### src/include/pattern_defines.svh
`ifndef PATTERN_DEFINES_SVH
`define PATTERN_DEFINES_SVH

// Active frame size
`define PAT_H_DISP 1920
`define PAT_V_DISP 1080

// Vertical bars per line
`define PAT_BAR_COUNT 5

// Galois LFSR, right shift, taps 32/22/2/1
`define PAT_LFSR_SEED 32'hace1_2468
`define PAT_LFSR_TAPS 32'h8020_0003

// Salt and pepper levels on raw noise_r
`define PAT_PEPPER_MIN 5'd30
`define PAT_SALT_MAX 5'd2

`endif

### src/hw/video_pkg.sv
package video_pkg;

  typedef struct packed {
    logic [7:0] r;  // Most significant
    logic [7:0] g;
    logic [7:0] b;
  } rgb_t;

  typedef logic [10:0] coord_t;  // Pixel or line index

  localparam rgb_t WHITE = '{r: 8'hff, g: 8'hff, b: 8'hff};
  localparam rgb_t GRAY = '{r: 8'h80, g: 8'h80, b: 8'h80};
  localparam rgb_t BLACK = '{r: 8'h00, g: 8'h00, b: 8'h00};
  localparam rgb_t RED = '{r: 8'h80, g: 8'h0c, b: 8'h00};  // Dark red

endpackage

### src/hw/noise_pkg.sv
package noise_pkg;

  typedef logic signed [4:0] noise_t;

  typedef struct packed {
    logic [10:0] pad_hi;
    noise_t      noise_b;  // Bits 20:16
    logic [5:0]  pad_mid;
    noise_t      noise_g;  // Bits 9:5
    noise_t      noise_r;  // Bits 4:0
  } lfsr_fields_t;

  // LFSR state, written as one word and read as noise fields
  typedef union packed {
    logic [31:0]  raw;
    lfsr_fields_t fields;
  } lfsr_word_u;

endpackage

### src/hw/color_bar_data_gen.sv
`timescale 1ns/1ns
`include "pattern_defines.svh"

module color_bar_data_gen
  import video_pkg::*;
  import noise_pkg::*;
#(
  parameter int H_DISP = `PAT_H_DISP,
  parameter int V_DISP = `PAT_V_DISP
) (
  input  logic       clk,
  input  logic       resetn,
  input  lfsr_word_u lfsr_word,
  output logic       noise_step,
  output rgb_t       rgb_data,
  output logic       rgb_valid,
  input  logic       rgb_ready,
  output logic       sof,
  output logic       eol,
  output coord_t     y_cnt
);

  localparam int BAR_W = H_DISP / `PAT_BAR_COUNT;

  localparam coord_t X_LAST = coord_t'(H_DISP - 1);
  localparam coord_t Y_LAST = coord_t'(V_DISP - 1);

  // Bar boundaries along the line
  localparam coord_t EDGE_1 = coord_t'(BAR_W);
  localparam coord_t EDGE_2 = coord_t'(BAR_W * 2);
  localparam coord_t EDGE_3 = coord_t'(BAR_W * 3);
  localparam coord_t EDGE_4 = coord_t'(BAR_W * 4);

  localparam logic [2:0] BAR_NOISY_GRAY = 3'd0;
  localparam logic [2:0] BAR_GRAY = 3'd1;
  localparam logic [2:0] BAR_NOISY_RED = 3'd2;
  localparam logic [2:0] BAR_RED = 3'd3;
  localparam logic [2:0] BAR_SALT_PEPPER = 3'd4;

  coord_t x_cnt;
  logic   accept;
  logic   x_last;
  logic   [2:0] bar_sel;

  logic signed [7:0] ext_r;
  logic signed [7:0] ext_g;
  logic signed [7:0] ext_b;
  logic [4:0] salt_lvl;

  assign rgb_valid = resetn;  // Always a pixel to offer outside reset
  assign accept = rgb_valid && rgb_ready;
  assign noise_step = accept;
  assign x_last = (x_cnt == X_LAST);

  always_ff @(posedge clk) begin
    if (!resetn) begin
      x_cnt <= '0;
    end else if (accept) begin
      if (x_last) begin
        x_cnt <= '0;
      end else begin
        x_cnt <= x_cnt + 1'b1;
      end
    end
  end

  always_ff @(posedge clk) begin
    if (!resetn) begin
      y_cnt <= '0;
    end else if (accept && x_last) begin
      if (y_cnt == Y_LAST) begin
        y_cnt <= '0;  // Frame wrap
      end else begin
        y_cnt <= y_cnt + 1'b1;
      end
    end
  end

  assign sof = (x_cnt == '0) && (y_cnt == '0);
  assign eol = x_last;

  always_comb begin
    if (x_cnt < EDGE_1) begin
      bar_sel = BAR_NOISY_GRAY;
    end else if (x_cnt < EDGE_2) begin
      bar_sel = BAR_GRAY;
    end else if (x_cnt < EDGE_3) begin
      bar_sel = BAR_NOISY_RED;
    end else if (x_cnt < EDGE_4) begin
      bar_sel = BAR_RED;
    end else begin
      bar_sel = BAR_SALT_PEPPER;  // Includes remainder columns
    end
  end

  // Signed noise widened to channel width
  assign ext_r = 8'(lfsr_word.fields.noise_r);
  assign ext_g = 8'(lfsr_word.fields.noise_g);
  assign ext_b = 8'(lfsr_word.fields.noise_b);
  assign salt_lvl = unsigned'(lfsr_word.fields.noise_r);

  always_comb begin
    rgb_data = GRAY;
    case (bar_sel)
      BAR_NOISY_GRAY: begin
        rgb_data.r = GRAY.r + ext_r;
        rgb_data.g = GRAY.g + ext_g;
        rgb_data.b = GRAY.b + ext_b;
      end
      BAR_GRAY: begin
        rgb_data = GRAY;
      end
      BAR_NOISY_RED: begin
        rgb_data.r = RED.r - ext_r;  // Red channel noise inverted
        rgb_data.g = RED.g + ext_g;
        rgb_data.b = RED.b + ext_b;
      end
      BAR_RED: begin
        rgb_data = RED;
      end
      BAR_SALT_PEPPER: begin
        if (salt_lvl >= `PAT_PEPPER_MIN) begin
          rgb_data = BLACK;
        end else if (salt_lvl <= `PAT_SALT_MAX) begin
          rgb_data = WHITE;
        end else begin
          rgb_data = GRAY;
        end
      end
      default: begin
        rgb_data = GRAY;
      end
    endcase
  end

endmodule

### config.mk
export PLATFORM = sky130hd
export DESIGN_NAME = color_bar_data_gen
export DESIGN_NICKNAME = d
export VERILOG_FILES = /design/src/hw/video_pkg.sv /design/src/hw/noise_pkg.sv /design/src/hw/color_bar_data_gen.sv
export VERILOG_INCLUDE_DIRS = /design/src /design/src/include
export SDC_FILE = /design/constraint.sdc
export NUM_CORES = 1
export LEC_CHECK = 0
export BUFFER_PORTS_ARGS = -buffer_cell sky130_fd_sc_hd__buf_4
export CAP_MARGIN = 0
export CORE_MARGIN = 4
export CORE_UTILIZATION = 48
export CTS_CLUSTER_DIAMETER = 200
export DETAILED_ROUTE_END_ITERATION = 12
export PLACE_DENSITY_LB_ADDON = 0.12
export SKIP_LAST_GASP = 1
export SLEW_MARGIN = 30
export SYNTH_ARGS = -nofsm -noshare
export SYNTH_HDL_FRONTEND = slang
export SYNTH_SLANG_ARGS = --single-unit
### constraint.sdc
create_clock -name clk -period 2.04 [get_ports clk]
set_input_delay 0.102 -clock clk [delete_from_list [all_inputs] [get_ports clk]]
set_output_delay 0.102 -clock clk [all_outputs]
set_load 0.005 [all_outputs]
# Yosys cells after proc, flatten, opt, wreduce, memory -nomap -nowiden

Index checks and enable logic that the tools add are counted.

Flip-flop bits (word level): 22
Input bits: 35
Output and inout port bits: 39
Logic and storage cells: 35

$add $sub $neg: 7
Magnitude comparators: 6
Equal/unequal tests: 5
Muxes and demuxes: 9
Reductions and logical operators: 6

Operator list:

| operator                                                               | number |
|---|---|
| 24-bit case mux with 4 select lines                                    | 1 |
| 8-bit adder, first input constant                                      | 3 |
| 24-bit 2-to-1 mux                                                      | 1 |
| 23-bit 2-to-1 mux                                                      | 1 |
| 11-bit by 1-bit adder with 11-bit output, second input constant        | 2 |
| 11-bit == test, second input constant                                  | 2 |
| 11-bit logical NOT                                                     | 2 |
| 11-bit < comparator, second input constant                             | 2 |
| 11-bit 2-to-1 mux                                                      | 2 |
| 3-bit 2-to-1 mux                                                       | 4 |
| 11-bit by 10-bit < comparator with 1-bit output, second input constant | 1 |
| 11-bit by 9-bit < comparator with 1-bit output, second input constant  | 1 |
| 8-bit subtractor, first input constant                                 | 1 |
| 5-bit by 5-bit adder with 6-bit output, first input constant           | 1 |
| 3-bit by 2-bit == test with 1-bit output, second input constant        | 2 |
| 5-bit greater-or-equal comparator, second input constant               | 1 |
| 5-bit by 2-bit <= comparator with 1-bit output, second input constant  | 1 |
| 3-bit == test, second input constant                                   | 1 |
| 1-bit logical AND                                                      | 3 |
| 3-bit logical NOT                                                      | 1 |

# Logic depth before layout (Yosys ltp)

Gate-level depths: netlist of run 1.

Word-level depth: 7
Depth in mapped cells: 7
Gate-level depth less buffers: 6

# Least setup slack after synthesis of run 1

No wires, ideal clock.

Path kind: register -> output
Start: register x_cnt[9]
End: output port rgb_data[19] (netlist name)
Arrival time: 1,759 ps
Data required time: 1,938 ps
Setup slack: 179 ps
Cell stages (with the launch flop): 7
Buffers on the path: 2
Cells stage by stage: dfxtp_1 buf_6 or4b_4 and2_4 buf_6 or4_1 a32oi_1

RTL lines:

| element                | line                     | text |
|---|---|---|
| from (decl)            | color_bar_data_gen.sv:40 | `coord_t x_cnt;` |
| from (signal assigned) | color_bar_data_gen.sv:62 | `x_cnt <= x_cnt + 1'b1;` |
| to (decl)              | color_bar_data_gen.sv:15 | `output rgb_t rgb_data,` |

==> results of run 1 <==
through the flow:
step	worst slack [ns]	hold slack [ns]	cells	instance area, um^2	util (%)
final	-0.148	0.109	324	2310	68.6
after global routing	-0.256	0.0971	324	2310	68.6
after CTS	-0.163	0.0979	324	2270	67.6
after detailed placement	0.119	0.456	318	2180	64.9
after global placement	0.121	0.453	318	2180	64.9
after floorplan	0.179	0.246	219	1690	-
placed cells by master (no fill, tap or decap), drive strengths merged, types with 2 or more instances in the layout:
cell,netlist,final
nand2,21,21
o21a,2,2
ha,7,7
o22ai,3,3
o21ai,9,9
xor2,5,5
inv,12,12
nand3,9,9
and4,4,4
nor4,6,6
and2,6,6
a221o,4,4
nand3b,2,2
a21boi,2,2
a21o,11,11
dfxtp,22,22
clkbuf,8,3
a211o,5,5
o221ai,3,3
nor3b,2,2
buf,8,71
or3,5,5
a21oi,6,6
xnor2,5,5
or4,6,6
o31ai,2,2
nand4,9,9
nor2,18,18
nor3,6,6
worst max path at each step:
stage               startpoint            to  slack, ns  cells after the start
floorplan             x_cnt[9]  rgb_data[19]       0.18                      6
global placement      x_cnt[7]  rgb_data[19]       0.12                      5
detailed placement    x_cnt[7]  rgb_data[19]       0.12                      5
CTS                   x_cnt[7]  rgb_data[19]      -0.16                      5
global route          x_cnt[8]  rgb_data[19]      -0.26                      5
finish                x_cnt[7]  rgb_data[19]      -0.15                      5
cell type report:
type                    count  share of cell area (%)
multi-input cells         169                    50.2
well taps                  46                    2.50
clock inverters             1                    1.30
repair buffers             71                    23.7
inverters                  12                    1.95
clock buffers               3                   0.977
flip-flops and latches     22                    19.4
repair_timing:
item                                    in CTS  in global routing
resized for setup                           10                  7
hold buffers                                 0                  0
pin swaps                                    2                  0
endpoints found under the setup margin      15                 29
setup buffers                                2                  0
power breakdown:
| part | switching, mW | internal [mW] |
|---|---|---|
| combinational | 0.0679 | 0.0874 |
| clock | 0.137 | 0.199 |
| sequential | 0.00250 | 0.431 |
sequential cells by signal (all words and copies together) (netlist names):
name,cells
y_cnt,11
x_cnt,11
critical path: cells and delay by family, from the launching register on:
kind,cells,cell delay (ns)
buf+inv,1,0.14
simple gates,3,1.08
compound gates,1,0.19
flops,1,0.36
cell families after synthesis:
family	Yosys count
AO/OA/AOI/OAI	51
XOR/XNOR	10
adder cells (fa/ha/maj)	7
buffers and inverters	28
flip-flops	22
AND/OR/NAND/NOR	101
layer usage:
| layer | wire length, um | share of wire, % |
|---|---|---|
| met1 | 2100 | 46 |
| met2 | 2250 | 49 |
| met3 | 139 | 3.0 |
| met4 | 77 | 1.7 |
| met5 | 0 | 0 |
==> results.json, run 1 <==
{
  "multi_input_area_mm2": 0.00116,
  "io_buffers": 56,
  "final.setup.worst_slack_ns": -0.148,
  "grt_usage_pct": 20.3,
  "avgSynthCellArea_um2": 7.72,
  "wl_per_cell_um": 14.1,
  "synth_area_mm2": 0.00169,
  "hold_path.startpoint": "resetn",
  "cts-root-buf": "clkbuf_4",
  "violations": "setup timing",
  "critPathSlowestCell": "or4b_4",
  "drt-pass1-iter-count": 4,
  "synthSimpleGateAreaFrac_pct": 33.6,
  "synth_top_family_by_area": "simple AND/OR/NAND/NOR gates",
  "area.growth.synth_to_final_pct": 36.3,
  "critPathMaxStageDelay_ns": 0.53,
  "vias_per_cell": 5.60,
  "crit_required_ns": 1.94,
  "ys_types": 46,
  "relSlewSlack_pct": 74.3,
  "synth_area_leaders": "dfxtp_1 26%, ha_1 5.2%, a21o_1 4.9%",
  "routed_wl_mm": 4.57,
  "rrSetupSlack_ns": 0.02,
  "clock_path_buffers": 2,
  "hold_violations": 0,
  "crit_type": "register to output port",
  "synth_xor_area_share_pct": 5.18,
  "cp_cell_sequence": "or4b_4 -> and2_4 -> or4_1 -> a32oi_1 -> buf_4",
  "finalPower_mw": 0.925,
  "finalCritPeriodShare_pct": 107,
  "grt_pass1_wl_mm": 7.20,
  "clk_pin_slew_ns": 0.13,
  "seq_area_frac_synth_pct": 26.0,
  "whs_endpoint": "x_cnt[0]",
  "cts_tree": "done",
  "yosysMostFrequentCell": "dfxtp_1",
  "r2r_end": "y_cnt[9]",
  "htree_levels": 1,
  "synth_top_flop_cell": "dfxtp_1",
  "synthAdderAreaFrac_pct": 5.18,
  "powerDensity_mw_per_mm2": 401,
  "synthTopCellsByCount": "22 x dfxtp_1, 21 x nand2_1, 18 x nor2_1",
  "drv_cap": 0,
  "met2_usage_pct": 34.0,
  "worstReg2RegStart": "x_cnt[7]",
  "drtAntennaViolNets": 0,
  "synth_nets": 261,
  "drt_iter0_drc": 86,
  "seqCellArea_um2": 448,
  "p_leak_nw": 1.01,
  "syn_inst": 219,
  "coreArea_mm2": 0.00336,
  "met1_usage_pct": 26.3,
  "rows": 21,
  "max_freq_mhz": 457,
  "drive_gt1_share_pct": 34.2,
  "synth_edf_count": 0,
  "r2r_cells": 5,
  "fillers": 326,
  "hp-class": "input port to register",
  "grt_pass1_vias": 1567,
  "tightest_slew_ns": 0.383,
  "remaining_drc_errors": 0,
  "peakVddDrop_uv": 331,
  "hpwl_mm": 3.37,
  "grt_overflow": 0,
  "n_antenna_cell": 0,
  "min_delay_path_depth": 2,
  "setup_viol": 7,
  "die_w_um": 67.4,
  "globalplace.congestion": 0.859,
  "dieArea_mm2": 0.00454,
  "synth_seq_cells": 22,
  "clock_skew_ns": 0.0147,
  "status": "complete, but fails checks",
  "rsz0062_at_grt": "true",
  "die_height_um": 67.4,
  "synth_top_area_share_pct": 26.0,
  "yosysTopAreaCell": "dfxtp_1",
  "nets": 321,
  "num_io_pins": 74,
  "vias": 1813,
  "grt_use_met3_pct": 3.16,
  "clock-sinks": 22,
  "insertion_delay_ns": 0.32,
  "crit_arrival_ns": 2.09,
  "synth-compound-area-share_pct": 21.6,
  "antenna_found_initial": 0,
  "cts_buffers": 3,
  "period_minus_slack_ns": 2.19,
  "initial_core_util_pct": 50.3,
  "grt_max_degree": 19,
  "drv_slew": 0,
  "worst_setup_path_end_kind": "output port",
  "yosys-mux-area-fraction_pct": 0,
  "crit_path_max_fanout": 2,
  "grt.busiest_layer": "met2",
  "setup_tns_ns": -0.301,
  "synthArstFlopShare_pct": 0,
  "ys_warn_count": 0,
  "start_kind": "register"
}
(Power assumes the default switching activity.)
==> inputs of run 2 (changes only) <==
--- a/config.mk
+++ b/config.mk
@@ -8,11 +8,11 @@
 export LEC_CHECK = 0
 export BUFFER_PORTS_ARGS = -buffer_cell sky130_fd_sc_hd__buf_4
 export CAP_MARGIN = 0
-export CORE_MARGIN = 4
+export CORE_MARGIN = 5
 export CORE_UTILIZATION = 48
 export CTS_CLUSTER_DIAMETER = 200
 export DETAILED_ROUTE_END_ITERATION = 12
-export PLACE_DENSITY_LB_ADDON = 0.12
+export PLACE_DENSITY = 0.77
 export SKIP_LAST_GASP = 1
 export SLEW_MARGIN = 30
 export SYNTH_ARGS = -nofsm -noshare
==> run 2 against run 1 <==
  * The run still ends with setup timing left
  * Combinational power about the same
  * Hold slack better by 0.017 ns
  * Largest cell class unchanged
  * Die area up 6.0%
  * Wire length down 2.7%
  * Global-route usage down 1.6 points
  * Worst setup slack improved by 0.019 ns
  * Non-clock buffer count is the same
==> results.json, run 2 (same netlist as run 1, synthesis figures left out) <==
{
  "hp-class": "input port to register",
  "design_area_mm2": 0.00224,
  "grt_pass1_wl_mm": 7.65,
  "final.setup.worst_slack_ns": -0.130,
  "clock_path_buffers": 2,
  "layout_common_cells": "71 x buf_4, 20 x nand2_1, 19 x dfxtp_1",
  "crit_required_ns": 1.94,
  "htree_levels": 1,
  "status": "complete, but fails checks",
  "crit_path_max_fanout": 3,
  "num_io_pins": 74,
  "path_delay_family": "simple AND/OR/NAND/NOR gates",
  "globalplace.congestion": 0.817,
  "relSlewSlack_pct": 58.6,
  "worst-path-buf-inv": 1,
  "p_seq_share_pct": 55.2,
  "die_height_um": 69.4,
  "netSwitchingFraction_pct": 25.4,
  "vias_per_cell": 5.60,
  "drv_slew": 0,
  "drv_cap": 0,
  "violations": "setup timing",
  "coreArea_mm2": 0.00336,
  "antenna_found_initial": 0,
  "critPathMaxStageDelay_ns": 0.53,
  "setup_viol": 7,
  "p_comb_share_pct": 19.4,
  "max_freq_mhz": 461,
  "io_buffers": 56,
  "finalCritPeriodShare_pct": 106,
  "grt_usage_pct": 18.6,
  "start_kind": "register",
  "top_regs": "x_cnt x11, y_cnt x11",
  "cts_buffers": 3,
  "drive_gt1_share_pct": 32.5,
  "peakVddDrop_uv": 460,
  "critPathSlowestCell": "or4b_4",
  "crit_arrival_ns": 2.07,
  "p_int_mw": 0.586,
  "whs_ns": 0.126,
  "rows": 21,
  "wl_per_cell_um": 13.8,
  "area.growth.synth_to_final_pct": 32.6,
  "die_w_um": 69.4,
  "period_minus_slack_ns": 2.17,
  "vias": 1810,
  "drt_iter0_drc": 80,
  "crit_type": "register to output port",
  "hpwl_mm": 3.46,
  "n_antenna_cell": 0,
  "p_leak_nw": 0.995,
  "drtAntennaViolNets": 0,
  "cts_tree": "done",
  "grt_pass1_vias": 1727,
  "powerDensity_mw_per_mm2": 350,
  "dpl_cell_area_mm2": 0.00217,
  "dieArea_mm2": 0.00481,
  "fillers": 320,
  "layout_commonest_cell": "buf_4",
  "routed_wl_mm": 4.45,
  "rsz0062_at_grt": "true",
  "nets": 321,
  "grt_overflow": 0,
  "p_clk_share_pct": 25.3,
  "initial_core_util_pct": 50.3,
  "remaining_drc_errors": 0,
  "cts-root-buf": "clkbuf_4",
  "tightest_slew_ns": 0.617,
  "drt-pass1-iter-count": 4,
  "clk_pin_slew_ns": 0.12,
  "power_switching_mw": 0.199,
  "clock_skew_ns": 0.000992,
  "insertion_delay_ns": 0.31,
  "cp_cell_sequence": "or4b_4 -> and2_4 -> or4_1 -> a32oi_1 -> buf_4",
  "grt_max_degree": 19,
  "clock-sinks": 22,
  "hold_violations": 0,
  "worst_setup_path_end_kind": "output port"
}
## run 2: changes by cell type in the layout (fill, tap and decap cells not counted), sizes merged
cell and delta:
bufinv -1
## run 2: layout make-up
| cell class | instances | area (um^2) | area share (%) |
|---|---|---|---|
| inverter | 12 | 45.0 | 2.01 |
| tap | 46 | 57.6 | 2.57 |
| timing repair buffer | 71 | 533 | 23.8 |
| clock buffer | 3 | 22.5 | 1.00 |
| multi-input combinational | 169 | 1140 | 50.8 |
| sequential | 22 | 447 | 19.9 |
## run 2: worst reg2reg max path, stage by stage, from the launching register on
cell	delay (ns)
dfxtp_4	0.37
buf_4	0.13
nand4b_2	0.30
or4_4	0.60
or3_1	0.36
a21oi_1	0.16
## run 2: per-layer routing
metal	vias up	track usage (%)	share of wire [%]	wire length [um]
li1	919	-	-	-
met3	6	4.64	8.5	377
met1	812	22.1	44	1980
met4	0	7.16	1.6	72
met2	73	32.1	45	2020
met5	-	0	0	0
## run 2: what timing repair did
action / 4_1_cts / 5_1_grt
hold buffers: 0 / 0
endpoints found under the setup margin: 13 / 26
pin swaps: 1 / 1
buffers inserted: 2 / 0
gates resized for setup: 3 / 8
## run 2: metrics by stage
| stage | setup TNS [ns] | setup WS, ns | cells | util, % | power (mW) |
|---|---|---|---|---|---|
| after CTS | -1.08 | -0.147 | 323 | 65.8 | 0.792 |
| after global placement | 0 | 0.102 | 318 | 64.5 | 0.594 |
| final | -0.334 | -0.130 | 323 | 66.7 | 0.785 |
| after global routing | -1.51 | -0.213 | 323 | 66.7 | 0.824 |
| after detailed placement | 0 | 0.0971 | 318 | 64.5 | 0.596 |
| after floorplan | 0 | 0.179 | 219 | - | 0.513 |
## run 2: final timing paths
check	from	endpoint	slack, ns	cells after the start
worst max-delay path	x_cnt[7]	rgb_data[19]	-0.13	5
worst min-delay path	resetn	y_cnt[2]	0.13	2
worst max register to register	x_cnt[7]	y_cnt[7]	0.05	5
worst min register to register	y_cnt[9]	y_cnt[9]	0.53	2
## run 2: power groups by stage
| stage | registers, mW | logic, mW | clock network [mW] |
|---|---|---|---|
| 6_report | 0.434 | 0.153 | 0.199 |
| 5_1_grt | 0.434 | 0.168 | 0.222 |
| 4_1_cts | 0.434 | 0.152 | 0.206 |
| 3_5_place_dp | 0.445 | 0.152 | 0 |
| 3_3_place_gp | 0.445 | 0.149 | 0 |
| 2_1_floorplan | 0.444 | 0.0689 | 0 |
==> inputs of run 3 (changes only) <==
--- a/config.mk
+++ b/config.mk
@@ -6,10 +6,11 @@
 export SDC_FILE = /design/constraint.sdc
 export NUM_CORES = 1
 export LEC_CHECK = 0
+export ABC_AREA = 1
 export BUFFER_PORTS_ARGS = -buffer_cell sky130_fd_sc_hd__buf_4
 export CAP_MARGIN = 0
 export CORE_MARGIN = 5
-export CORE_UTILIZATION = 48
+export CORE_UTILIZATION = 49
 export CTS_CLUSTER_DIAMETER = 200
 export DETAILED_ROUTE_END_ITERATION = 12
 export PLACE_DENSITY = 0.77
==> run 3 against run 2 <==
  * The flow now finishes without violations
  * Combinational power is essentially flat
  * Non-clock buffer count shrank 14
  * Critical path depth is the same
  * Design area grew 3.7%
  * Critical endpoint is now rgb_data[4]
  * Largest power group unchanged
==> results.json, run 3 <==
{
  "cts_tree": "done",
  "seq_area_frac_synth_pct": 24.1,
  "synth_area_leaders": "dfxtp_1 24%, nand2_1 16%, inv_1 8.2%",
  "fillers": 370,
  "cts-root-buf": "clkbuf_8",
  "layout_common_cells": "77 x nand2_1, 56 x buf_4, 40 x inv_1",
  "crit_path_max_fanout": 9,
  "final.setup.worst_slack_ns": 0.240,
  "r2r_end": "y_cnt[5]",
  "grt_max_degree": 20,
  "worstReg2RegStart": "x_cnt[1]",
  "synthTopCellsByCount": "77 x nand2_1, 40 x inv_1, 24 x nor2_1",
  "grt_overflow": 0,
  "die_w_um": 71.0,
  "drv_cap": 0,
  "insertion_delay_ns": 0.27,
  "power_switching_mw": 0.226,
  "antenna_found_initial": 0,
  "num_io_pins": 74,
  "drv_slew": 0,
  "worst_setup_path_end_kind": "output port",
  "cts_buffers": 3,
  "met1_length_mm": 2.01,
  "htree_levels": 1,
  "synth_area_mm2": 0.00183,
  "avgSynthCellArea_um2": 6.32,
  "hp-class": "input port to register",
  "synth_top_flop_cell": "dfxtp_1",
  "initial_core_util_pct": 50.2,
  "synth_seq_cells": 22,
  "drt_iter0_drc": 97,
  "p_int_mw": 0.685,
  "clock_skew_ns": 0.0139,
  "syn_inst": 289,
  "whs_endpoint": "x_cnt[0]",
  "ys_warn_count": 0,
  "die_height_um": 71.0,
  "crit_required_ns": 1.94,
  "yosysMostFrequentCell": "nand2_1",
  "crit_type": "register to output port",
  "ys_types": 36,
  "clk_pin_slew_ns": 0.08,
  "synth_edf_count": 0,
  "p_comb_share_pct": 17.0,
  "grt_usage_pct": 19.2,
  "pre_cts_ws_ns": 0.424,
  "area.growth.synth_to_final_pct": 27.5,
  "rsz0062_at_grt": "false",
  "tightest_slew_ns": 0.424,
  "p_leak_nw": 1.10,
  "top_regs": "x_cnt x11, y_cnt x11",
  "finalPower_mw": 0.911,
  "peakVddDrop_uv": 322,
  "routed_wl_mm": 4.71,
  "dieArea_mm2": 0.00505,
  "min_delay_path_depth": 3,
  "synthArstFlopShare_pct": 0,
  "powerDensity_mw_per_mm2": 391,
  "drtAntennaViolNets": 0,
  "hpwl_mm": 3.75,
  "wl_met3_um": 406,
  "hold_violations": 0,
  "vias_per_cell": 5.05,
  "nets": 386,
  "p_clk_share_pct": 35.4,
  "clock-sinks": 22,
  "netSwitchingFraction_pct": 24.8,
  "crit_arrival_ns": 1.70,
  "design_area_mm2": 0.00233,
  "wl_met2_mm": 2.22,
  "grt_pass1_vias": 1918,
  "routed.top_layer": "met4",
  "rows": 22,
  "vias": 1973,
  "p_seq_share_pct": 47.6,
  "relSlewSlack_pct": 71.4,
  "clock_path_buffers": 2,
  "n_antenna_cell": 0,
  "yosysTopAreaCell": "dfxtp_1",
  "drt-pass1-iter-count": 4,
  "synth_top_area_share_pct": 24.1,
  "status": "finished clean",
  "hold_path.startpoint": "rgb_ready",
  "dpl_cell_area_mm2": 0.00225,
  "rrSetupSlack_ns": 0.43,
  "grt_pass1_wl_mm": 8.20,
  "coreArea_mm2": 0.00363,
  "layout_commonest_cell": "nand2_1",
  "start_kind": "register",
  "period_minus_slack_ns": 1.80,
  "globalplace.congestion": 0.901,
  "finalCritPeriodShare_pct": 88.2,
  "setup_viol": 0,
  "r2r_cells": 10,
  "max_freq_mhz": 556,
  "io_buffers": 56,
  "setup_tns_ns": 0,
  "drive_gt1_share_pct": 28.3,
  "synth_nets": 331,
  "wl_per_cell_um": 12.0,
  "remaining_drc_errors": 0
}
## run 3: worst max-delay path, cell delays in order, from the launching register on
cell and delay [ns]:
dfxtp_1 0.49, nand2_1 0.19, nor2_2 0.32, inv_2 0.15
nand3_1 0.16, buf_4 0.13
## run 3: cells by family (layout without fill, tap and decap cells)
group / count (synthesis) / in the layout / share of synthesized area [%]
simple gates: 162 / 162 / 43.1
buf+inv: 53 / 107 / 12.7
compound gates: 42 / 42 / 13.8
flops: 22 / 22 / 24.1
fa+ha+maj: 7 / 7 / 4.80
xor+xnor: 3 / 3 / 1.44
## run 3: power by group through the flow
stage          Sequential [mW]  Clock, mW  Combinational (mW)
2_1_floorplan            0.443          0              0.0752
3_3_place_gp             0.443          0               0.153
3_5_place_dp             0.444          0               0.156
4_1_cts                  0.433      0.328               0.156
5_1_grt                  0.434      0.344               0.174
6_report                 0.433      0.323               0.155
## run 3: worst max-delay path by stage
| stage | startpoint | endpoint | slack (ns) | cells after the start |
|---|---|---|---|---|
| after global routing | x_cnt[10] | rgb_data[14] | 0.06 | 6 |
| after global placement | x_cnt[8] | rgb_data[4] | 0.44 | 7 |
| after CTS | x_cnt[8] | rgb_data[4] | 0.13 | 7 |
| final | x_cnt[10] | rgb_data[4] | 0.24 | 5 |
| after floorplan | x_cnt[8] | rgb_data[14] | 0.66 | 8 |
| after detailed placement | x_cnt[8] | rgb_data[4] | 0.42 | 7 |
## run 3: layout make-up
cell class                      count  area (um^2)  area share (%)
Timing Repair Buffer               57          440            18.9
Multi-Input combinational cell    214         1160            49.7
Clock buffer                        4         55.1            2.37
Inverter                           46          175            7.53
Tap cell                           48         60.1            2.58
Sequential cell                    22          440            18.9
## run 3: repair_timing
item / in CTS / in global routing
hold buffers: 0 / 0
setup endpoints to repair: 0 / 7
resized for setup: 0 / 1
buffers inserted: 0 / 1
## run 3: layer usage
metal / GRT usage, % / up-vias
met2: 34.3 / 65
met5: 0 / -
li1: - / 1033
met1: 22.6 / 866
met3: 4.12 / 9
met4: 6.26 / 0
## run 3: per-stage QoR
stage                     util [%]  cells  hold slack (ns)
final                         64.0    391            0.123
after global routing          64.0    391            0.153
after CTS                     63.4    390            0.122
after detailed placement      61.9    386            0.401
after global placement        61.9    386            0.403
after floorplan                  -    289            0.244
